[src/hw/rvPkg.sv]
package rvPkg;

    typedef logic [31:0] word_t;

    // Major opcodes of the supported subset
    localparam logic [6:0] OP_R      = 7'b0110011;
    localparam logic [6:0] OP_IMM    = 7'b0010011;
    localparam logic [6:0] OP_LOAD   = 7'b0000011;
    localparam logic [6:0] OP_STORE  = 7'b0100011;
    localparam logic [6:0] OP_BRANCH = 7'b1100011;
    localparam logic [6:0] OP_JAL    = 7'b1101111;
    localparam logic [6:0] OP_JALR   = 7'b1100111;
    localparam logic [6:0] OP_LUI    = 7'b0110111;

    typedef struct packed {
        logic [6:0] funct7;
        logic [4:0] rs2;
        logic [4:0] rs1;
        logic [2:0] funct3;
        logic [4:0] rd;
        logic [6:0] opcode;
    } rType_t;

    typedef struct packed {
        logic [11:0] imm12;
        logic [4:0]  rs1;
        logic [2:0]  funct3;
        logic [4:0]  rd;
        logic [6:0]  opcode;
    } iType_t;

    typedef struct packed {
        logic [6:0] immHi;
        logic [4:0] rs2;
        logic [4:0] rs1;
        logic [2:0] funct3;
        logic [4:0] immLo;
        logic [6:0] opcode;
    } sType_t;

    // Branch offset bits are scattered, bit 0 is implied zero
    typedef struct packed {
        logic       immSign;
        logic [5:0] imm10to5;
        logic [4:0] rs2;
        logic [4:0] rs1;
        logic [2:0] funct3;
        logic [3:0] imm4to1;
        logic       imm11;
        logic [6:0] opcode;
    } bType_t;

    typedef struct packed {
        logic [19:0] imm20;
        logic [4:0]  rd;
        logic [6:0]  opcode;
    } uType_t;

    typedef struct packed {
        logic       immSign;
        logic [9:0] imm10to1;
        logic       imm11;
        logic [7:0] imm19to12;
        logic [4:0] rd;
        logic [6:0] opcode;
    } jType_t;

    // One fetched word, read through whichever format applies
    typedef union packed {
        rType_t      r;
        iType_t      i;
        sType_t      s;
        bType_t      b;
        uType_t      u;
        jType_t      j;
        logic [31:0] raw;
    } instrWord_t;

    typedef enum logic [3:0] {
        ALU_ADD, ALU_SUB, ALU_AND, ALU_OR, ALU_XOR, ALU_SLT, ALU_SLL, ALU_SRL, ALU_PASSB
    } aluOp_e;

    typedef enum logic [2:0] {IMM_I, IMM_S, IMM_B, IMM_U, IMM_J} immSel_e;

    typedef enum logic [1:0] {RES_ALU, RES_MEM, RES_PCPLUS4} resultSrc_e;

    typedef enum logic [2:0] {PC_SEQ, PC_BEQ, PC_BNE, PC_JAL, PC_JALR} pcSrc_e;

    typedef enum logic [1:0] {MEM_WORD, MEM_BYTE, MEM_BYTEU} memMode_e;

    typedef struct packed {
        aluOp_e     aluOp;
        logic       aluSrcImm;
        resultSrc_e resultSrc;
        pcSrc_e     pcSrc;
        memMode_e   memMode;
        logic       memWrite;
        logic       regWrite;
        immSel_e    immSel;
    } ctrl_t;

endpackage
[src/hw/alu.sv]
`timescale 1ns/1ps

module alu import rvPkg::*; (
    input  word_t  srcA,
    input  word_t  srcB,
    input  aluOp_e aluOp,
    output word_t  aluResult,
    output logic   zero
);

    logic [4:0] shamt;

    assign shamt = srcB[4:0];

    always_comb begin
        case (aluOp)
            ALU_ADD: aluResult = srcA + srcB;
            ALU_SUB: aluResult = srcA - srcB;
            ALU_AND: aluResult = srcA & srcB;
            ALU_OR:  aluResult = srcA | srcB;
            ALU_XOR: aluResult = srcA ^ srcB;
            // signed compare
            ALU_SLT: aluResult = {31'b0, $signed(srcA) < $signed(srcB)};
            ALU_SLL: aluResult = srcA << shamt;
            ALU_SRL: aluResult = srcA >> shamt;
            // LUI just forwards the upper immediate
            ALU_PASSB: aluResult = srcB;
            default: aluResult = '0;
        endcase
    end

    // Branch compare uses SUB, equal operands give zero
    assign zero = (aluResult == '0);

endmodule

[config.mk]
export PLATFORM = sky130hd
export DESIGN_NAME = alu
export DESIGN_NICKNAME = d
export VERILOG_FILES = /design/src/hw/rvPkg.sv /design/src/hw/alu.sv
export SDC_FILE = /design/constraint.sdc
export NUM_CORES = 1
export LEC_CHECK = 0
export BUFFER_PORTS_ARGS = -buffer_cell sky130_fd_sc_hd__buf_2
export CAP_MARGIN = 20
export CORE_ASPECT_RATIO = 0.8
export CORE_MARGIN = 2
export CORE_UTILIZATION = 30
export DETAILED_ROUTE_END_ITERATION = 8
export PLACE_DENSITY = 0.51
export SLEW_MARGIN = 10
export SYNTH_ARGS = -nofsm -noshare
export SYNTH_HDL_FRONTEND = slang
export SYNTH_SLANG_ARGS = --single-unit
export TNS_END_PERCENT = 1
[constraint.sdc]
create_clock -name vclk -period 11.39
set_input_delay 3.417 -clock vclk [all_inputs]
set_output_delay 3.417 -clock vclk [all_outputs]
set_load 0.005 [all_outputs]
=== Yosys cells after proc, flatten, opt, wreduce, memory -nomap -nowiden ===
Index checks and enable logic that the tools add are counted.

* Register bits: 0
* Bits in latches: 0
* Memory bits (writable): 0
* Memory bits (read-only): 0
* Bits of input ports: 68
* Output and inout port bits: 33
* Word-level logic and storage cells: 19
* Memories kept: 0

* Add/sub/neg operators: 2
* $mul: 0
* Divide/modulo/power cells: 0
* Magnitude comparators: 1
* Equal/unequal tests: 8
* Shift-type cells: 2
* Multiplexer cells: 1
* Bitwise operators: 3
* Reduce and logical (&&, ||, !) cells: 2

{| class="wikitable"
|+ Operators by type and width
! kind !! number
|-
| $pmux W32 S9 || 1
|-
| $add A32 B32 Y32 || 1
|-
| $and A32 B32 Y32 || 1
|-
| $logic_not A32 Y1 || 1
|-
| $lt A32 B32 Y1 || 1
|-
| $or A32 B32 Y32 || 1
|-
| $shl A32 B5 Y32 || 1
|-
| $shr A32 B5 Y32 || 1
|-
| $sub A32 B32 Y32 || 1
|-
| $xor A32 B32 Y32 || 1
|-
| $eq A4 B3 Y1 const B || 4
|-
| $eq A4 B2 Y1 const B || 2
|-
| $eq A4 B1 Y1 const B || 1
|-
| $eq A4 B4 Y1 const B || 1
|-
| $logic_not A4 Y1 || 1
|}

=== Logic depth before layout (Yosys ltp) ===
Gate-level depths: netlist of the first run.

* Word-level depth: 3
* Gate-level depth with buffers: 17
* Depth with buffers taken out: 14

=== Worst setup path before layout of the first run ===
No wires, ideal clock.

* Path kind: in2out
* Start: in srcB[3]
* End: out zero
* Arrival time: 7078 ps
* Required time: 7973 ps
* Path slack: 895 ps
* Stages on the path: 17
* Path buffers: 4
* Cells stage by stage: buf_2 inv_1 buf_2 clkbuf_1 ha_1 buf_2 and3_1 a221oi_2 o21ai_1 nor2_2 o21ai_0 a221o_1 a2111o_1 nor4_2 nand3_1 nor4b_1 and4b_1

* Cells in the longest elaborated chain, start to end: 3
* Elaborated cells between the ends (all ways): 10
* Classes of those cells: 2 x add/sub; 1 x order compare; 2 x shift; 1 x mux; 3 x bitwise; 1 x reduce/logical

{| class="wikitable"
|+ Ends and longest elaborated chain
! what !! line !! text
|-
| start, declared || alu.sv:5 || <nowiki>input word_t srcB,</nowiki>
|-
| $sub A32 B32 Y32 (tied with other cells) || alu.sv:18 || <nowiki>ALU_SUB: aluResult = srcA - srcB;</nowiki>
|-
| $pmux W32 S9 (*) || alu.sv:16 || <nowiki>case (aluOp)</nowiki>
|-
| net aluResult[14] || alu.sv:7 || <nowiki>output word_t aluResult,</nowiki>
|-
| $logic_not A32 Y1 (*) || alu.sv:33 || <nowiki>assign zero = (aluResult == '0);</nowiki>
|-
| end, declared || alu.sv:8 || <nowiki>output logic zero</nowiki>
|}

Mark *: on every way through the listed nets, which the timed path passes. The rest lies on a longest branch.

=== Final worst setup path of the first run ===
* Start: in srcA[13]
* End: out zero

* Cells in the longest elaborated chain, start to end: 3
* Elaborated cells between the ends (all ways): 10
* Classes of those cells: 2 x add/sub; 1 x order compare; 2 x shift; 1 x mux; 3 x bitwise; 1 x reduce/logical

{| class="wikitable"
|+ Ends and longest elaborated chain
! what !! line !! text
|-
| start, declared || alu.sv:4 || <nowiki>input word_t srcA,</nowiki>
|-
| $sub A32 B32 Y32 (tied with other cells) || alu.sv:18 ||
|-
| $pmux W32 S9 (*) || alu.sv:16 ||
|-
| $logic_not A32 Y1 (*) || alu.sv:33 ||
|}

Mark *: on every way between the ends. The rest lies on a longest branch, timed or not.

==> flow_metrics.py, run 1 <==
metrics = {
    "outcome": {
        "status": "complete, no violations",
    },
    "sta": {
        "fin_crit_sh_pct": 98.6,
        "slew_headroom_pct": 23.2,
        "finalSetupViolations": 0,
        "finalWorstSetupSlack_ns": 0.162,
        "drv_slew": 0,
        "hold_violations": 0,
        "rsz0062_at_grt": "no",
        "fmaxAchievable_ghz": 0.0891,
        "period_needed_ns": 11.23,
        "fin_tns_setup_ns": 0,
        "worst_pin_slew_ns": 1.14,
    },
    "layout": {
        "finalNetCount": 1580,
        "n_sequential_cell": 0,
        "clock_buffers": 0,
        "diodes": 0,
        "drive_gt1_share_pct": 19.3,
        "fillCellCount": 3332,
        "final_area_um2": 10500,
        "regArea_um2": 0,
        "utilization_pct": 34.5,
        "multiInputGateArea_um2": 8380,
        "area_growth_pct": 13.5,
    },
    "route": {
        "drt_iter0_drc": 1705,
        "vias": 11866,
        "avgViaCountPerCell": 6.51,
        "first_pass_iters": 5,
        "route.detailed.drc": 0,
        "wire_per_inst_um": 28.2,
        "ant_nets": 0,
        "drt_wl_total_mm": 51.4,
    },
    "synthesis": {
        "ys_types": 89,
        "muxShareOfSynthArea_pct": 17.3,
        "synth_top_area_share_pct": 13.2,
        "synth_area_leaders": "ha_1, mux4_2, a21oi_1",
        "synth_area_um2": 9210,
        "synth_warnings": 0,
        "yosys.area_share.adder_pct": 13.6,
        "synth_compound_area_share_pct": 36.8,
        "syn_inst": 1332,
        "synth-simple-area-share_pct": 21.7,
        "syn_nets": 1499,
        "yosysMostFrequentCell": "a21oi_1",
        "ys_top_cells_by_count": "a21oi_1, nand2_1, nor2_1",
        "yosysSeqAreaShare_pct": 0,
        "yosysTopAreaCell": "ha_1",
        "avgSynthCellArea_um2": 6.92,
        "synth_xor_area_share_pct": 1.05,
        "synth_top_family_by_area": "compound AO/OA/AOI/OAI gates",
    },
    "die": {
        "rows": 57,
        "fp.dieW_um": 200,
        "io_pins": 101,
        "die_h_um": 161,
        "dieArea_um2": 32100,
        "coreArea_um2": 30300,
        "initial_utilization_pct": 30.4,
    },
    "place": {
        "port_buffers": 101,
        "gp_congestion": 1.05,
        "post-place-ws_ns": 0.257,
        "postPlaceCellArea_um2": 10500,
        "dp_hpwl_mm": 42.0,
    },
    "global_routing": {
        "grt_max_degree": 63,
        "gr-total-overflow": 0,
        "first_global_vias": 10856,
        "grt_usage_pct": 31.2,
        "antenna_found_initial": 0,
        "grt_pass1_wl_mm": 75.0,
    },
    "power": {
        "total_power_mw": 0.559,
        "power_leakage_nw": 4.52,
        "power_density_nw_per_um2": 53.4,
        "vdd_drop_max_mv": 0.0197,
    },
    "setup_path": {
        "arrival_ns": 7.81,
        "cp_slowest_stage_delay_ns": 0.50,
        "required_ns": 7.97,
        "path_cells": "buf_2, inv_1, ha_1, or3b_2, a311oi_1, nor4_1, o31ai_1, a31oi_1, o211ai_1, nand4_1, nor4_1, buf_4, nand3_1, nor4b_1, buf_4, and4b_1, buf_2",
        "worstSetupStartpoint": "srcA[13]",
        "cp-end-kind": "primary output",
        "path_max_fanout": 11,
        "timing_worst_setup_path_type": "input pin to primary output",
        "cp_slowest_cell": "or3b_2",
        "path_delay_family": "simple AND/OR/NAND/NOR gates",
        "cp.buffers_inverters": 5,
        "startpoint_type": "input pin",
    },
    "min_path": {
        "hp-class": "input pin to primary output",
        "holdCritStartpoint": "srcB[24]",
    },
    "flow_run": {
        "maxCapViolCount": 0,
    },
    "cts": {
        "hold_buffers": 0,
    },
}
layout make-up:
type	instances	share of cell area, %
Inverter	101	3.62
Tap cell	413	4.94
Multi-Input combinational cell	1123	80.1
Timing Repair Buffer	187	11.3
cells in the final DEF (no fill, tap or decap), types with 32 or more instances in the layout:
master / n
inv_1: 99
nand3_1: 35
ha_1: 97
buf_2: 99
mux2i_1: 52
o21ai_0: 67
buf_4: 86
a21oi_1: 120
mux4_2: 32
nor2_1: 113
nand2_1: 114
per-stage QoR:
stage               cells  hold WS (ns)
finish               1824          7.38
global route         1824          7.44
CTS                  1824          7.39
detailed placement   1824          7.39
global placement     1824          7.40
floorplan            1332          7.05
layer usage:
layer  up-vias  wire (um)  GRT usage [%]
met5         -          0              0
met4         0       2690           12.8
met3       113       5080           4.33
met2       762      20700           44.9
met1      5731      22900           46.1
li1       5260          -              -
power by group:
group,switching [mW],total (mW),internal [mW]
logic,0.358,0.559,0.201
registers,0,0,0
clock network,0,0,0
path summary, 6_finish.rpt:
path,slack (ns),depth (start not counted),end
worst max-delay path,0.16,17,zero
worst min-delay path,7.38,5,aluResult[24]
cell families (layout without fill, tap and decap cells):
logic type | after synthesis | after routing
and+or+nand+nor | 405 | 405
buffers and inverters | 209 | 288
xor gates and xnor gates | 11 | 11
AOI/OAI and AO/OA | 493 | 493
adders and majority gates | 99 | 99
muxes | 115 | 115
timing repair:
action | 4_1_cts | 5_1_grt
setup buffers | 0 | 0
endpoints found under the setup margin | 0 | 1
gates resized for setup | 0 | 1
Power figures use the tool's default switching activity.
==> run 2, diff against run 1 <==
--- a/config.mk
+++ b/config.mk
@@ -11,7 +11,7 @@
 export CORE_MARGIN = 2
 export CORE_UTILIZATION = 30
 export DETAILED_ROUTE_END_ITERATION = 8
-export PLACE_DENSITY = 0.51
+export PLACE_DENSITY = 0.53
 export SLEW_MARGIN = 10
 export SYNTH_ARGS = -nofsm -noshare
 export SYNTH_HDL_FRONTEND = slang
==> constraint.sdc (replaced) <==
create_clock -name vclk -period 9.65
set_input_delay 2.895 -clock vclk [all_inputs]
set_output_delay 2.895 -clock vclk [all_outputs]
set_load 0.005 [all_outputs]
==> run 2 against run 1 <==
- clock-buffer cell count did not move
- global-route usage up 1.4 points
- cell count is 9.6% higher
- design area up 15%
- critical path depth rose by 1
- largest cell class unchanged
==> flow_metrics.py, run 2 (synthesis gave the netlist of run 1 again) <==
metrics = {
    "sta": {
        "holdWs_ns": 6.41,
        "period_needed_ns": 9.54,
        "finalSetupViolations": 0,
        "slew_headroom_pct": 32.1,
        "fmaxAchievable_ghz": 0.105,
        "fin_crit_sh_pct": 98.9,
        "drv_slew": 0,
        "hold_violations": 0,
        "worst_pin_slew_ns": 1.02,
    },
    "power": {
        "power_leakage_nw": 5.40,
        "p_comb_share_pct": 100.0,
        "power.switching_mw": 0.452,
        "intPower_mw": 0.319,
        "vdd_drop_max_mv": 0.0303,
        "switching_share_pct": 58.6,
        "p_seq_share_pct": 0,
        "clkPwrFrac_pct": 0,
        "power_density_nw_per_um2": 64.2,
    },
    "die": {
        "dieArea_um2": 32100,
        "initial_utilization_pct": 30.4,
        "io_pins": 101,
        "coreArea_um2": 30300,
        "die_h_um": 161,
        "fp.dieW_um": 200,
        "rows": 57,
    },
    "layout": {
        "regArea_um2": 0,
        "layout_common_cells": "buf_4, nand2_1, a21oi_1, nor2_1",
        "area_growth_pct": 30.2,
        "final_common_cell": "buf_4",
        "utilization_pct": 39.6,
        "n_sequential_cell": 0,
        "clock_buffers": 0,
        "finalNetCount": 1754,
        "drive_gt1_share_pct": 30.0,
        "final_cells": 1999,
        "fillCellCount": 3312,
    },
    "route": {
        "ant_nets": 0,
        "wl_met2_mm": 22.3,
        "route.detailed.drc": 0,
        "first_pass_iters": 6,
        "avgViaCountPerCell": 6.23,
        "vias": 12461,
        "wl_met1_mm": 23.9,
        "wire_per_inst_um": 26.9,
        "drt_iter0_drc": 1598,
        "highest_layer": "met5",
        "wl_met3_mm": 5.36,
        "drt_wl_total_mm": 53.7,
    },
    "place": {
        "dp_hpwl_mm": 44.0,
        "port_buffers": 101,
        "placed_cells": 1993,
        "gp_congestion": 1.04,
    },
    "min_path": {
        "hold_depth": 7,
        "hold_end": "aluResult[28]",
        "hp-class": "input pin to primary output",
        "holdCritStartpoint": "srcB[28]",
    },
    "global_routing": {
        "first_global_vias": 11662,
        "grt_pass1_wl_mm": 78.4,
        "grt_max_degree": 40,
        "grt_usage_pct": 32.6,
        "antenna_found_initial": 4,
        "gr-total-overflow": 0,
    },
    "setup_path": {
        "startpoint_type": "input pin",
        "arrival_ns": 6.65,
        "path_max_fanout": 3,
        "required_ns": 6.76,
        "timing_worst_setup_path_type": "input pin to primary output",
        "cp-end-kind": "primary output",
    },
    "outcome": {
        "status": "complete, no violations",
    },
    "flow_run": {
        "maxCapViolCount": 0,
    },
}
[run 2: cell type report]
| cell class | count | area (um^2) | share of cell area (%) |
|---|---|---|---|
| Inverter | 101 | 379 | 3.16 |
| Multi-Input combinational cell | 1123 | 8560 | 71.3 |
| Timing Repair Buffer | 361 | 2540 | 21.2 |
| Tap cell | 413 | 517 | 4.31 |
| Antenna cell | 1 | 2.50 | 0.0209 |
[run 2: critical path: stages]
cell,delay [ns]
buf_2,0.11
inv_1,0.05
ha_1,0.23
fa_2,0.38
o21bai_4,0.14
a21oi_1,0.10
a221oi_1,0.29
o21ai_1,0.14
or4_1,0.57
a21oi_2,0.17
or4b_4,0.50
nor4_4,0.15
buf_4,0.18
nand3_4,0.08
nor4b_4,0.22
buf_4,0.15
and4b_1,0.17
buf_2,0.11
[run 2: worst max path at each step]
stage | from | endpoint | slack [ns]
2_1_floorplan | srcB[3] | zero | 0.20
3_3_place_gp | srcB[0] | zero | -0.16
3_5_place_dp | srcA[0] | zero | -0.15
4_1_cts | srcA[0] | zero | 0.004
5_1_grt | srcB[1] | zero | -0.02
6_report | srcA[0] | zero | 0.11
[run 2: routing by layer]
layer	GRT usage [%]	up-vias
met2	47.8	787
met3	3.76	98
met5	0	-
met4	11.0	4
li1	-	5593
met1	48.8	5979
[run 2: timing repair]
item	CTS	global route
endpoints found under the setup margin	1	1
hold buffers	0	0
pin swaps	0	21
gates cloned	0	0
buffers inserted	0	5
resized for setup	12	33
[run 2: power groups by stage]
stage,logic [mW],registers (mW),clock network [mW]
global route,0.814,0,0
CTS,0.733,0,0
floorplan,0.383,0,0
detailed placement,0.723,0,0
global placement,0.725,0,0
finish,0.770,0,0.0000000139
[run 2: through the flow]
stage | instance area, um^2 | setup WS, ns | setup TNS [ns] | total power [mW]
2_1_floorplan | 9210 | 0.199 | 0 | 0.383
3_3_place_gp | 11800 | -0.155 | -0.155 | 0.725
6_report | 12000 | 0.105 | 0 | 0.770
5_1_grt | 12000 | -0.0154 | -0.0154 | 0.814
4_1_cts | 11800 | 0.00428 | 0 | 0.733
3_5_place_dp | 11800 | -0.147 | -0.147 | 0.723
