<file path="config.mk">
export PLATFORM = sky130hd
export DESIGN_NAME = controlUnit
export DESIGN_NICKNAME = d
export VERILOG_FILES = /design/src/hw/rvPkg.sv /design/src/hw/controlUnit.sv
export SDC_FILE = /design/constraint.sdc
export NUM_CORES = 1
export LEC_CHECK = 0
export BUFFER_PORTS_ARGS = -buffer_cell sky130_fd_sc_hd__buf_2
export CAP_MARGIN = 40
export CORE_AREA = 2 2 39 41
export DETAILED_ROUTE_END_ITERATION = 12
export DIE_AREA = 0 0 41 43
export PLACE_DENSITY = 0.73
export SYNTH_ARGS = -nofsm -noshare
export SYNTH_HDL_FRONTEND = slang
export SYNTH_SLANG_ARGS = --single-unit
</file>
<file path="constraint.sdc">
create_clock -name vclk -period 0.95
set_input_delay 0 -clock vclk [all_inputs]
set_output_delay 0 -clock vclk [all_outputs]
set_load 0.02 [all_outputs]
</file>
<file path="src/hw/rvPkg.sv">
package rvPkg;

    typedef logic [31:0] word_t;

    // Major opcodes of the supported subset
    localparam logic [6:0] OP_R      = 7'b0110011;
    localparam logic [6:0] OP_IMM    = 7'b0010011;
    localparam logic [6:0] OP_LOAD   = 7'b0000011;
    localparam logic [6:0] OP_STORE  = 7'b0100011;
    localparam logic [6:0] OP_BRANCH = 7'b1100011;
    localparam logic [6:0] OP_JAL    = 7'b1101111;
    localparam logic [6:0] OP_JALR   = 7'b1100111;
    localparam logic [6:0] OP_LUI    = 7'b0110111;

    typedef struct packed {
        logic [6:0] funct7;
        logic [4:0] rs2;
        logic [4:0] rs1;
        logic [2:0] funct3;
        logic [4:0] rd;
        logic [6:0] opcode;
    } rType_t;

    typedef struct packed {
        logic [11:0] imm12;
        logic [4:0]  rs1;
        logic [2:0]  funct3;
        logic [4:0]  rd;
        logic [6:0]  opcode;
    } iType_t;

    typedef struct packed {
        logic [6:0] immHi;
        logic [4:0] rs2;
        logic [4:0] rs1;
        logic [2:0] funct3;
        logic [4:0] immLo;
        logic [6:0] opcode;
    } sType_t;

    // Branch offset bits are scattered, bit 0 is implied zero
    typedef struct packed {
        logic       immSign;
        logic [5:0] imm10to5;
        logic [4:0] rs2;
        logic [4:0] rs1;
        logic [2:0] funct3;
        logic [3:0] imm4to1;
        logic       imm11;
        logic [6:0] opcode;
    } bType_t;

    typedef struct packed {
        logic [19:0] imm20;
        logic [4:0]  rd;
        logic [6:0]  opcode;
    } uType_t;

    typedef struct packed {
        logic       immSign;
        logic [9:0] imm10to1;
        logic       imm11;
        logic [7:0] imm19to12;
        logic [4:0] rd;
        logic [6:0] opcode;
    } jType_t;

    // One fetched word, read through whichever format applies
    typedef union packed {
        rType_t      r;
        iType_t      i;
        sType_t      s;
        bType_t      b;
        uType_t      u;
        jType_t      j;
        logic [31:0] raw;
    } instrWord_t;

    typedef enum logic [3:0] {
        ALU_ADD, ALU_SUB, ALU_AND, ALU_OR, ALU_XOR, ALU_SLT, ALU_SLL, ALU_SRL, ALU_PASSB
    } aluOp_e;

    typedef enum logic [2:0] {IMM_I, IMM_S, IMM_B, IMM_U, IMM_J} immSel_e;

    typedef enum logic [1:0] {RES_ALU, RES_MEM, RES_PCPLUS4} resultSrc_e;

    typedef enum logic [2:0] {PC_SEQ, PC_BEQ, PC_BNE, PC_JAL, PC_JALR} pcSrc_e;

    typedef enum logic [1:0] {MEM_WORD, MEM_BYTE, MEM_BYTEU} memMode_e;

    typedef struct packed {
        aluOp_e     aluOp;
        logic       aluSrcImm;
        resultSrc_e resultSrc;
        pcSrc_e     pcSrc;
        memMode_e   memMode;
        logic       memWrite;
        logic       regWrite;
        immSel_e    immSel;
    } ctrl_t;

endpackage
</file>
<file path="src/hw/controlUnit.sv">
`timescale 1ns/1ps

module controlUnit import rvPkg::*; (
    input  logic       rst,
    input  instrWord_t instr,
    output ctrl_t      ctrl
);

    ctrl_t    dec;
    aluOp_e   funcOp;
    logic     funcOk;
    memMode_e memMode;
    logic     memOk;
    logic     isShift;

    // funct3 decode shared by register and immediate ALU ops
    always_comb begin
        funcOk = 1'b1;
        case (instr.r.funct3)
            3'b000: begin
                if (instr.r.opcode == OP_R && instr.r.funct7[5]) begin
                    funcOp = ALU_SUB;
                end else begin
                    funcOp = ALU_ADD;
                end
            end
            3'b111:  funcOp = ALU_AND;
            3'b110:  funcOp = ALU_OR;
            3'b100:  funcOp = ALU_XOR;
            3'b010:  funcOp = ALU_SLT;
            3'b001:  funcOp = ALU_SLL;
            3'b101:  funcOp = ALU_SRL;
            default: begin
                funcOp = ALU_ADD;
                funcOk = 1'b0;
            end
        endcase
    end

    assign isShift = (instr.r.funct3 == 3'b001) || (instr.r.funct3 == 3'b101);

    // Access width for loads and stores
    always_comb begin
        memOk = 1'b1;
        case (instr.i.funct3)
            3'b010:  memMode = MEM_WORD;
            3'b000:  memMode = MEM_BYTE;
            3'b100:  memMode = MEM_BYTEU;
            default: begin
                memMode = MEM_WORD;
                memOk   = 1'b0;
            end
        endcase
    end

    always_comb begin
        dec = '{aluOp: ALU_ADD, aluSrcImm: 1'b0, resultSrc: RES_ALU, pcSrc: PC_SEQ,
                memMode: memMode, memWrite: 1'b0, regWrite: 1'b0, immSel: IMM_I};
        case (instr.r.opcode)
            OP_R: begin
                dec.aluOp    = funcOp;
                // SRA is not supported
                dec.regWrite = funcOk && !(instr.r.funct3 == 3'b101 && instr.r.funct7[5]);
            end
            OP_IMM: begin
                dec.aluOp     = funcOp;
                dec.aluSrcImm = 1'b1;
                dec.regWrite  = funcOk && !isShift;
            end
            OP_LOAD: begin
                dec.aluSrcImm = 1'b1;
                dec.resultSrc = RES_MEM;
                dec.regWrite  = memOk;
            end
            OP_STORE: begin
                dec.aluSrcImm = 1'b1;
                dec.immSel    = IMM_S;
                dec.memWrite  = memOk && (memMode != MEM_BYTEU);
            end
            OP_BRANCH: begin
                dec.aluOp  = ALU_SUB;
                dec.immSel = IMM_B;
                if (instr.b.funct3 == 3'b000) begin
                    dec.pcSrc = PC_BEQ;
                end else if (instr.b.funct3 == 3'b001) begin
                    dec.pcSrc = PC_BNE;
                end
            end
            OP_JAL: begin
                dec.immSel    = IMM_J;
                dec.pcSrc     = PC_JAL;
                dec.resultSrc = RES_PCPLUS4;
                dec.regWrite  = 1'b1;
            end
            OP_JALR: begin
                dec.aluSrcImm = 1'b1;
                dec.pcSrc     = PC_JALR;
                dec.resultSrc = RES_PCPLUS4;
                dec.regWrite  = 1'b1;
            end
            OP_LUI: begin
                dec.aluOp     = ALU_PASSB;
                dec.aluSrcImm = 1'b1;
                dec.immSel    = IMM_U;
                dec.regWrite  = 1'b1;
            end
            default: ;
        endcase
    end

    // No architectural writes while the core is held in reset
    always_comb begin
        ctrl = dec;
        if (rst) begin
            ctrl.regWrite = 1'b0;
            ctrl.memWrite = 1'b0;
        end
    end

endmodule

</file>
== Word-level counts from Yosys, hierarchy flattened ==
Index checks and enable logic that the tools add are counted.

* Equal/unequal tests: 15
* Mux-type cells: 15
* Reduce and logical (&&, ||, !) cells: 15

{| class="wikitable"
|+ Operators by type and width
! cell !! number
|-
| $pmux W4 S7 || 1
|-
| $eq A7 B6 Y1 const B || 3
|-
| $eq A7 B7 Y1 const B || 3
|-
| $eq A3 B3 Y1 const B || 4
|-
| $pmux W3 S4 || 1
|-
| $pmux W4 S3 || 1
|-
| $pmux W3 S3 || 1
|-
| $pmux W2 S2 || 2
|-
| $eq A7 B2 Y1 const B || 1
|-
| $eq A7 B5 Y1 const B || 1
|-
| $reduce_or A7 Y1 || 1
|-
| $reduce_or A3 Y1 || 2
|-
| $logic_and A1 B1 Y1 || 5
|-
| $mux W1 || 5
|-
| $reduce_or A5 Y1 || 1
|-
| $mux W2 || 2
|-
| $pmux W1 S4 || 1
|-
| $reduce_or A2 Y1 || 2
|-
| $eq A3 B1 Y1 const B || 1
|-
| $eq A3 B2 Y1 const B || 1
|-
| $logic_not A3 Y1 || 1
|-
| $mux W3 || 1
|-
| $logic_not A1 Y1 || 2
|-
| $ne A2 B2 Y1 const B || 1
|-
| $logic_or A1 B1 Y1 || 1
|}

* Flip-flop bits (word level): 0
* Input bits: 33
* Output and inout port bits: 17
* Word-level logic and storage cells: 45

== Longest topological paths before layout ==
Gate-level depths: netlist (run 1).

* Depth in word-level cells: 6
* Mapped depth: 5
* Depth with buffers taken out: 4

== Worst setup path after synthesis (run 1) ==
OpenSTA, ideal clock, no wires.

* Kind: input to output
* From: input instr[13] (netlist bit)
* To: output ctrl[7] (netlist bit)
* Arrival time: 1.200 ns
* Data required time: 0.950 ns
* Setup slack: -0.250 ns
* Stages: 4
* Buffers on the path: 1
* Cell sequence: buf_2 > nor3_1 > nand2_1 > a21oi_1

{| class="wikitable"
|+ RTL lines
! element !! RTL line !! source
|-
| from (decl) || controlUnit.sv:5 || <nowiki>input instrWord_t instr,</nowiki>
|-
| to (decl) || controlUnit.sv:6 || <nowiki>output ctrl_t ctrl</nowiki>
|}

==> results.toml, run 1 <==
[global_route]
grt_pass1_vias = 465
antenna_violations_before_repair = 0
gr-usage-all-layers = 0.139
grt_max_degree = 9
globalRoute.totalOverflow = 0
grt_first_pass_wirelength_mm = 1.84

[status]
run_status = "finished, violations left"
failed_checks = "setup timing"

[logic_synthesis]
synth-seq-area-share = 0
yosys.area_share.adder = 0
post_synth_xor_area_fraction = 0.0475
avgSynthCellArea_um2 = 6.84
netlist_instances = 54
post_synth_mux_area_share = 0
synth_area_um2 = 369
yosys.cell_types.count = 31
complex_gate_fraction_of_the_synthesized_area = 0.237
syn_nets = 87
synth-simple-area-share = 0.569
yosys_warnings = 0
main_combinational_cell_family_by_area_after_synthesis = "simple AND/OR/NAND/NOR gates"

[placement]
globalplace.congestion = 0.747
detailed_place_hpwl_mm = 1.03
portBuffers = 29
place_area_um2 = 653
placement.setup.worst_slack_ns = -0.158
place.detailed.instances = 111

[critical_path]
worst_setup_path_end_kind = "output pin"
timing.setup.critical_path_class = "in2out"
critPathMaxFanout = 7
worstSetupStartpointType = "input port"
data_required_time_at_the_worst_endpoint_ns = 0.95
arrival_ns = 0.95

[power]
power_report.internal_total_mw = 0.127
irDropWorstVdd_v = 0.000172
p_sw_frac = 0.486
power.share.combinational = 1.000
total_leakage_power_nw = 0.353
power.share.clock = 0
powerDensity_nw_per_um2 = 323
seq_power_share = 0
switching_power_mw = 0.120

[die]
die_w_um = 41
initial_utilization = 0.267
floorplan.io_pins = 50
rows = 14
height_of_the_die_um = 43
core-area_um2 = 1380
design.die.area_um2 = 1760

[finish]
layout.filler_cells = 135
finished_core_util = 0.552
finish.net_count = 130
final_layout_size_suffix_gt1_frac = 0.674
antenna_cells = 0
synthToLayoutAreaGrowth_pct = 107
final_area_um2 = 764
sequential_cell_total = 0
final_cells = 111
clkbuf_count = 0
commonest_cells_after_routing_fill_and_taps_aside = "sky130_fd_sc_hd__buf_4, sky130_fd_sc_hd__buf_2, sky130_fd_sc_hd__nand2_1, sky130_fd_sc_hd__buf_6, sky130_fd_sc_hd__nor2_1"
sequential_cell_area_um2 = 0
mostFrequentLayoutCell = "sky130_fd_sc_hd__buf_4"

[timing]
clock.fmax_mhz = 1050
fin_crit_sh = 1.00
worst_slack_ns = -0.00413
least_margin_pin_slew_ns = 0.204
setup_viol = 1
final-hold-violation-count = 0
fin_worst_hold_slack_ns = 0.302
period_needed_ns = 0.954
slew_violations = 0
setup_repair_after_global_routing_missed_its_margin = "yes"
slew_headroom = 0.863

[route]
drc = 0
route.antenna.remaining_nets = 0
initialDrtViolationCount = 4
final_routed_wirelength_across_all_metal_layers_mm = 1.30
detailroute.via_count = 537
detail_route.wl_per_cell_um = 11.7
firstDrtPassIters = 4
vias_per_cell = 4.84

[hold_path]
hold_path.class = "in2out"
whs_path_depth = 3

[run]
maxCapViolations = 0
[repair_timing]
action / CTS / global route
hold buffers: 0 / 0
setup buffers: 0 / 0
gates resized for setup: 9 / 22
pin swaps: 3 / 7
endpoints found under the setup margin: 8 / 10
[routing by layer]
metal	global-route usage	share of wire
met1	0.212	0.41
met2	0.225	0.52
met3	0	0.065
met4	0	0
met5	0	0
[kinds of logic after synthesis]
kind of cell           Yosys count
AO/OA/AOI/OAI                   12
XOR/XNOR                         2
buffers and inverters            7
AND/OR/NAND/NOR                 33
[final cells by class]
| class | instances | area, um2 | area share |
|---|---|---|---|
| inverters | 2 | 7.51 | 0.00982 |
| multi-input cells | 47 | 385 | 0.504 |
| well taps | 16 | 20.0 | 0.0262 |
| repair buffers | 46 | 352 | 0.460 |
[cells in the mapped netlist]
library cell | instances | area, um2
sky130_fd_sc_hd__a21o_2 | 1 | 8.76
sky130_fd_sc_hd__a21oi_1 | 4 | 20.0
sky130_fd_sc_hd__a21oi_2 | 1 | 8.76
sky130_fd_sc_hd__a2bb2oi_1 | 1 | 8.76
sky130_fd_sc_hd__a31oi_1 | 1 | 6.26
sky130_fd_sc_hd__a41oi_1 | 1 | 8.76
sky130_fd_sc_hd__and2_1 | 1 | 6.26
sky130_fd_sc_hd__buf_2 | 1 | 5.00
sky130_fd_sc_hd__buf_6 | 3 | 33.8
sky130_fd_sc_hd__clkbuf_4 | 1 | 7.51
sky130_fd_sc_hd__inv_1 | 2 | 7.51
sky130_fd_sc_hd__nand2_1 | 9 | 33.8
sky130_fd_sc_hd__nand2b_1 | 1 | 6.26
sky130_fd_sc_hd__nand3_1 | 3 | 15.0
sky130_fd_sc_hd__nand3b_1 | 1 | 7.51
sky130_fd_sc_hd__nand4_2 | 1 | 12.5
sky130_fd_sc_hd__nand4bb_1 | 1 | 11.3
sky130_fd_sc_hd__nor2_1 | 6 | 22.5
sky130_fd_sc_hd__nor2b_1 | 1 | 6.26
sky130_fd_sc_hd__nor2b_4 | 1 | 13.8
sky130_fd_sc_hd__nor3_1 | 2 | 10.0
sky130_fd_sc_hd__nor3b_2 | 1 | 12.5
sky130_fd_sc_hd__nor4_1 | 1 | 6.26
sky130_fd_sc_hd__nor4_2 | 1 | 12.5
sky130_fd_sc_hd__nor4_4 | 1 | 21.3
sky130_fd_sc_hd__o31a_1 | 1 | 8.76
sky130_fd_sc_hd__o32ai_1 | 2 | 17.5
sky130_fd_sc_hd__or2_1 | 1 | 6.26
sky130_fd_sc_hd__or3_1 | 1 | 6.26
sky130_fd_sc_hd__xnor2_1 | 1 | 8.76
sky130_fd_sc_hd__xor2_1 | 1 | 8.76
[per-stage QoR]
step / setup TNS (ns) / total power [mW]
after floorplan: -0.164 / 0.108
after global placement: -0.641 / 0.207
after detailed placement: -0.711 / 0.211
after CTS: -0.0000276 / 0.223
after global routing: -0.0659 / 0.266
final: -0.00413 / 0.247
[power by group through the flow]
stage,registers [mW],clock network [mW],logic (mW)
2_1_floorplan,0,0,0.108
3_3_place_gp,0,0,0.207
3_5_place_dp,0,0,0.211
4_1_cts,0,0,0.223
6_report,0,0,0.247
5_1_grt,0,0,0.266
[critical path: stages]
cell	delay [ns]
sky130_fd_sc_hd__buf_6	0.11
sky130_fd_sc_hd__or3_4	0.44
sky130_fd_sc_hd__a21oi_2	0.12
sky130_fd_sc_hd__o31a_1	0.16
sky130_fd_sc_hd__buf_6	0.12
[path summary, 6_finish.rpt]
path | start | end
min | rst | ctrl[4]
max | instr[3] | ctrl[3]
(Power assumes the default switching activity.)
==> run 2, diff against run 1 <==
CAP_MARGIN = 20   (was 40)
PLACE_DENSITY = 0.78   (was 0.73)
==> results.toml, run 2 (synthesized netlist as in run 1, its figures left out) <==
[timing]
worst_slack_ns = -0.00170
setup_repair_after_global_routing_missed_its_margin = "yes"
period_needed_ns = 0.952
slew_headroom = 0.852
fin_crit_sh = 1.00
least_margin_pin_slew_ns = 0.222
final-hold-violation-count = 0
final_sum_of_negative_setup_slack_ns = -0.00170
fin_worst_hold_slack_ns = 0.302
setup_viol = 1
slew_violations = 0
clock.fmax_mhz = 1050

[power]
powerDensity_nw_per_um2 = 329
total_leakage_power_nw = 0.347
irDropWorstVdd_v = 0.000195
post-layout-total-power_mw = 0.252

[clock_tree]
hold_buffers = 0

[die]
rows = 14
floorplan.io_pins = 50
height_of_the_die_um = 43
design.die.area_um2 = 1760
die_w_um = 41
core-area_um2 = 1380
initial_utilization = 0.267

[finish]
sequential_cell_total = 0
synthToLayoutAreaGrowth_pct = 107
clkbuf_count = 0
commonest_cells_after_routing_fill_and_taps_aside = "sky130_fd_sc_hd__buf_4, sky130_fd_sc_hd__buf_2, sky130_fd_sc_hd__nand2_1, sky130_fd_sc_hd__nor2_1"
final_cells = 109
final_layout_size_suffix_gt1_frac = 0.677
sequential_cell_area_um2 = 0
antenna_cells = 0
finish.net_count = 128
mostFrequentLayoutCell = "sky130_fd_sc_hd__buf_4"

[route]
detailroute.via_count = 544
drc = 0
firstDrtPassIters = 4
vias_per_cell = 4.99
final_routed_wirelength_across_all_metal_layers_mm = 1.33
initialDrtViolationCount = 12
detail_route.wl_per_cell_um = 12.2
route.antenna.remaining_nets = 0

[critical_path]
worst_setup_path_end_kind = "output pin"
worstSetupStartpointType = "input port"
arrival_ns = 0.95
cells_along_the_critical_path = "buf_8, nand2_4, or3_4, nor4_4, buf_4"
data_required_time_at_the_worst_endpoint_ns = 0.95
worst_setup_path_start = "instr[0]"
critPathMaxFanout = 7
timing.setup.critical_path_class = "in2out"
crit_slowest_cell = "sky130_fd_sc_hd__or3_4"
max_stage_delay_ns = 0.45

[global_route]
grt_pass1_vias = 466
grt_max_degree = 9
antenna_violations_before_repair = 0
globalRoute.totalOverflow = 0
gr-usage-all-layers = 0.144
grt_first_pass_wirelength_mm = 1.95

[status]
run_status = "finished, violations left"
failed_checks = "setup timing"

[placement]
globalplace.congestion = 0.746
portBuffers = 29
place.detailed.instances = 108
detailed_place_hpwl_um = 943

[hold_path]
startpoint_of_the_lowest_slack_hold_path = "rst"
hold_path.class = "in2out"

[run]
maxCapViolations = 0
==> run 2: final timing paths <==
kind                       to  cells past startpoint
worst max-delay path  ctrl[4]                      5
worst min-delay path  ctrl[4]                      3
==> run 2: where the power goes <==
part	internal [mW]	switching (mW)
sequential	0	0
clock	0	0
combinational	0.123	0.129
total	0.123	0.129
==> run 2: per-layer routing <==
metal	wire length (um)	track usage
met1	580	0.209
met2	664	0.241
met3	82	0.00524
met4	0	0
met5	0	0
==> run 2: final cells by class <==
| type | instances | area, um2 |
|---|---|---|
| tap | 16 | 20.0 |
| inverter | 2 | 7.51 |
| fill | 137 | 618 |
| multi-input combinational | 47 | 419 |
| timing repair buffer | 44 | 319 |
==> run 2: metrics by stage <==
stage	worst slack, ns	utilization	instance area (um2)
floorplan	-0.0593	-	394
global placement	-0.107	0.447	618
detailed placement	-0.144	0.447	618
CTS	0.00107	0.473	654
finish	-0.00170	0.553	766
global route	-0.0371	0.553	766
==> run 2: what timing repair did <==
item,in CTS,in global routing
hold endpoints to repair,0,0
gates resized for setup,6,26
setup endpoints to repair,8,10
pin swaps,1,7
gates cloned,0,0
setup buffers,0,1
==> run 2: worst max-delay path, delay by kind of cell <==
| family | cells | cell delay [ns] |
|---|---|---|
| buffers and inverters | 2 | 0.25 |
| AND/OR/NAND/NOR | 3 | 0.70 |
==> run 3, diff against run 2 <==
ABC_CLOCK_PERIOD_IN_PS = 900   (was not set)
SLEW_MARGIN = 20   (was not set)
clock period = 0.9 ns   (was 0.95 ns; I/O delays follow)
==> results.toml, run 3 (synthesized netlist as in run 1, its figures left out) <==
[die]
design.die.area_um2 = 1760
rows = 14
die_w_um = 41
core-area_um2 = 1380
floorplan.io_pins = 50
initial_utilization = 0.267
height_of_the_die_um = 43

[global_route]
antenna_violations_before_repair = 0
globalRoute.totalOverflow = 0
gr-usage-all-layers = 0.156
grt_max_degree = 9
grt_pass1_vias = 505
grt_first_pass_wirelength_mm = 2.08

[timing]
clock.fmax_mhz = 947
fin_crit_sh = 1.17
period_needed_ns = 1.06
fin_worst_hold_slack_ns = 0.302
slew_headroom = 0.837
final-hold-violation-count = 0
worst_slack_ns = -0.156
setup_repair_after_global_routing_missed_its_margin = "yes"
least_margin_pin_slew_ns = 0.244
slew_violations = 0
setup_viol = 6

[route]
vias_per_cell = 5.35
route.antenna.remaining_nets = 0
detailroute.via_count = 599
firstDrtPassIters = 4
initialDrtViolationCount = 3
drc = 0
detail_route.wl_per_cell_um = 14.9
final_routed_wirelength_across_all_metal_layers_mm = 1.67

[finish]
mostFrequentLayoutCell = "sky130_fd_sc_hd__buf_4"
clkbuf_count = 0
multiInputGateArea_um2 = 472
synthToLayoutAreaGrowth_pct = 143
finish.net_count = 131
final_cells = 112
final_area_um2 = 896
layout.filler_cells = 95
final_layout_size_suffix_gt1_frac = 0.781
antenna_cells = 0
commonest_cells_after_routing_fill_and_taps_aside = "sky130_fd_sc_hd__buf_4, sky130_fd_sc_hd__buf_2, sky130_fd_sc_hd__buf_6, sky130_fd_sc_hd__nand2_1, sky130_fd_sc_hd__buf_8"
sequential_cell_area_um2 = 0
sequential_cell_total = 0

[critical_path]
worst_setup_path_end_kind = "output pin"
timing.setup.critical_path_class = "in2out"
data_required_time_at_the_worst_endpoint_ns = 0.90
critPathMaxFanout = 3
arrival_ns = 1.06
worst_setup_path_start = "instr[3]"
worstSetupStartpointType = "input port"

[clock_tree]
hold_buffers = 0

[placement]
detailed_place_hpwl_mm = 1.05
place_area_um2 = 657
placement.setup.worst_slack_ns = -0.206
place.detailed.instances = 110
portBuffers = 29
globalplace.congestion = 0.782

[power]
post-layout-total-power_mw = 0.312
power.share.combinational = 1.000
powerDensity_nw_per_um2 = 348
seq_power_share = 0
power.share.clock = 0
total_leakage_power_nw = 0.382
power_report.internal_total_mw = 0.152
irDropWorstVdd_v = 0.000206
switching_power_mw = 0.160
p_sw_frac = 0.512

[hold_path]
hold_path.class = "in2out"
whs_path_depth = 3
hold_end = "ctrl[4]"
startpoint_of_the_lowest_slack_hold_path = "rst"

[status]
failed_checks = "setup timing"
run_status = "finished, violations left"

[run]
maxCapViolations = 0
[run 3: per-stage QoR]
stage,utilization,TNS [ns]
3_5_place_dp,0.475,-1.41
5_1_grt,0.647,-0.504
6_report,0.647,-0.237
4_1_cts,0.539,-0.170
2_1_floorplan,-,-0.115
3_3_place_gp,0.475,-1.22
[run 3: how the worst max path moves through the flow]
stage / end / slack (ns) / depth (start not counted)
after global routing: ctrl[3] / -0.18 / 7
after detailed placement: ctrl[12] / -0.21 / 5
after CTS: ctrl[3] / -0.06 / 6
final: ctrl[3] / -0.16 / 7
after floorplan: ctrl[7] / -0.1 / 4
after global placement: ctrl[12] / -0.19 / 5
[run 3: layout make-up]
type,instances,share of cell area
inverters,2,0.00838
multi-input cells,47,0.527
well taps,16,0.0223
repair buffers,47,0.443
[run 3: what timing repair did]
| action | 4_1_cts | 5_1_grt |
|---|---|---|
| buffers inserted | 1 | 1 |
| endpoints found under the hold margin | 0 | 0 |
| pin swaps | 8 | 12 |
| resized for setup | 25 | 33 |
| setup endpoints to repair | 13 | 13 |
[run 3: power by group through the flow]
| stage | Clock [mW] | Combinational, mW | Sequential, mW |
|---|---|---|---|
| after floorplan | 0 | 0.122 | 0 |
| after global placement | 0 | 0.216 | 0 |
| after detailed placement | 0 | 0.221 | 0 |
| after CTS | 0 | 0.247 | 0 |
| after global routing | 0 | 0.328 | 0 |
| final | 0 | 0.312 | 0 |
[run 3: critical path, stage by stage]
cell and delay [ns]:
sky130_fd_sc_hd__buf_8 0.10, sky130_fd_sc_hd__buf_6 0.11, sky130_fd_sc_hd__nor2_4 0.14, sky130_fd_sc_hd__nand4bb_4 0.15, sky130_fd_sc_hd__a31oi_1 0.23, sky130_fd_sc_hd__o31a_1 0.19
sky130_fd_sc_hd__buf_6 0.13
[run 3: per-layer routing]
| metal | part of all wire | GRT usage |
|---|---|---|
| met1 | 0.36 | 0.215 |
| met2 | 0.58 | 0.272 |
| met3 | 0.054 | 0.00524 |
| met4 | 0.012 | 0 |
| met5 | 0 | 0 |
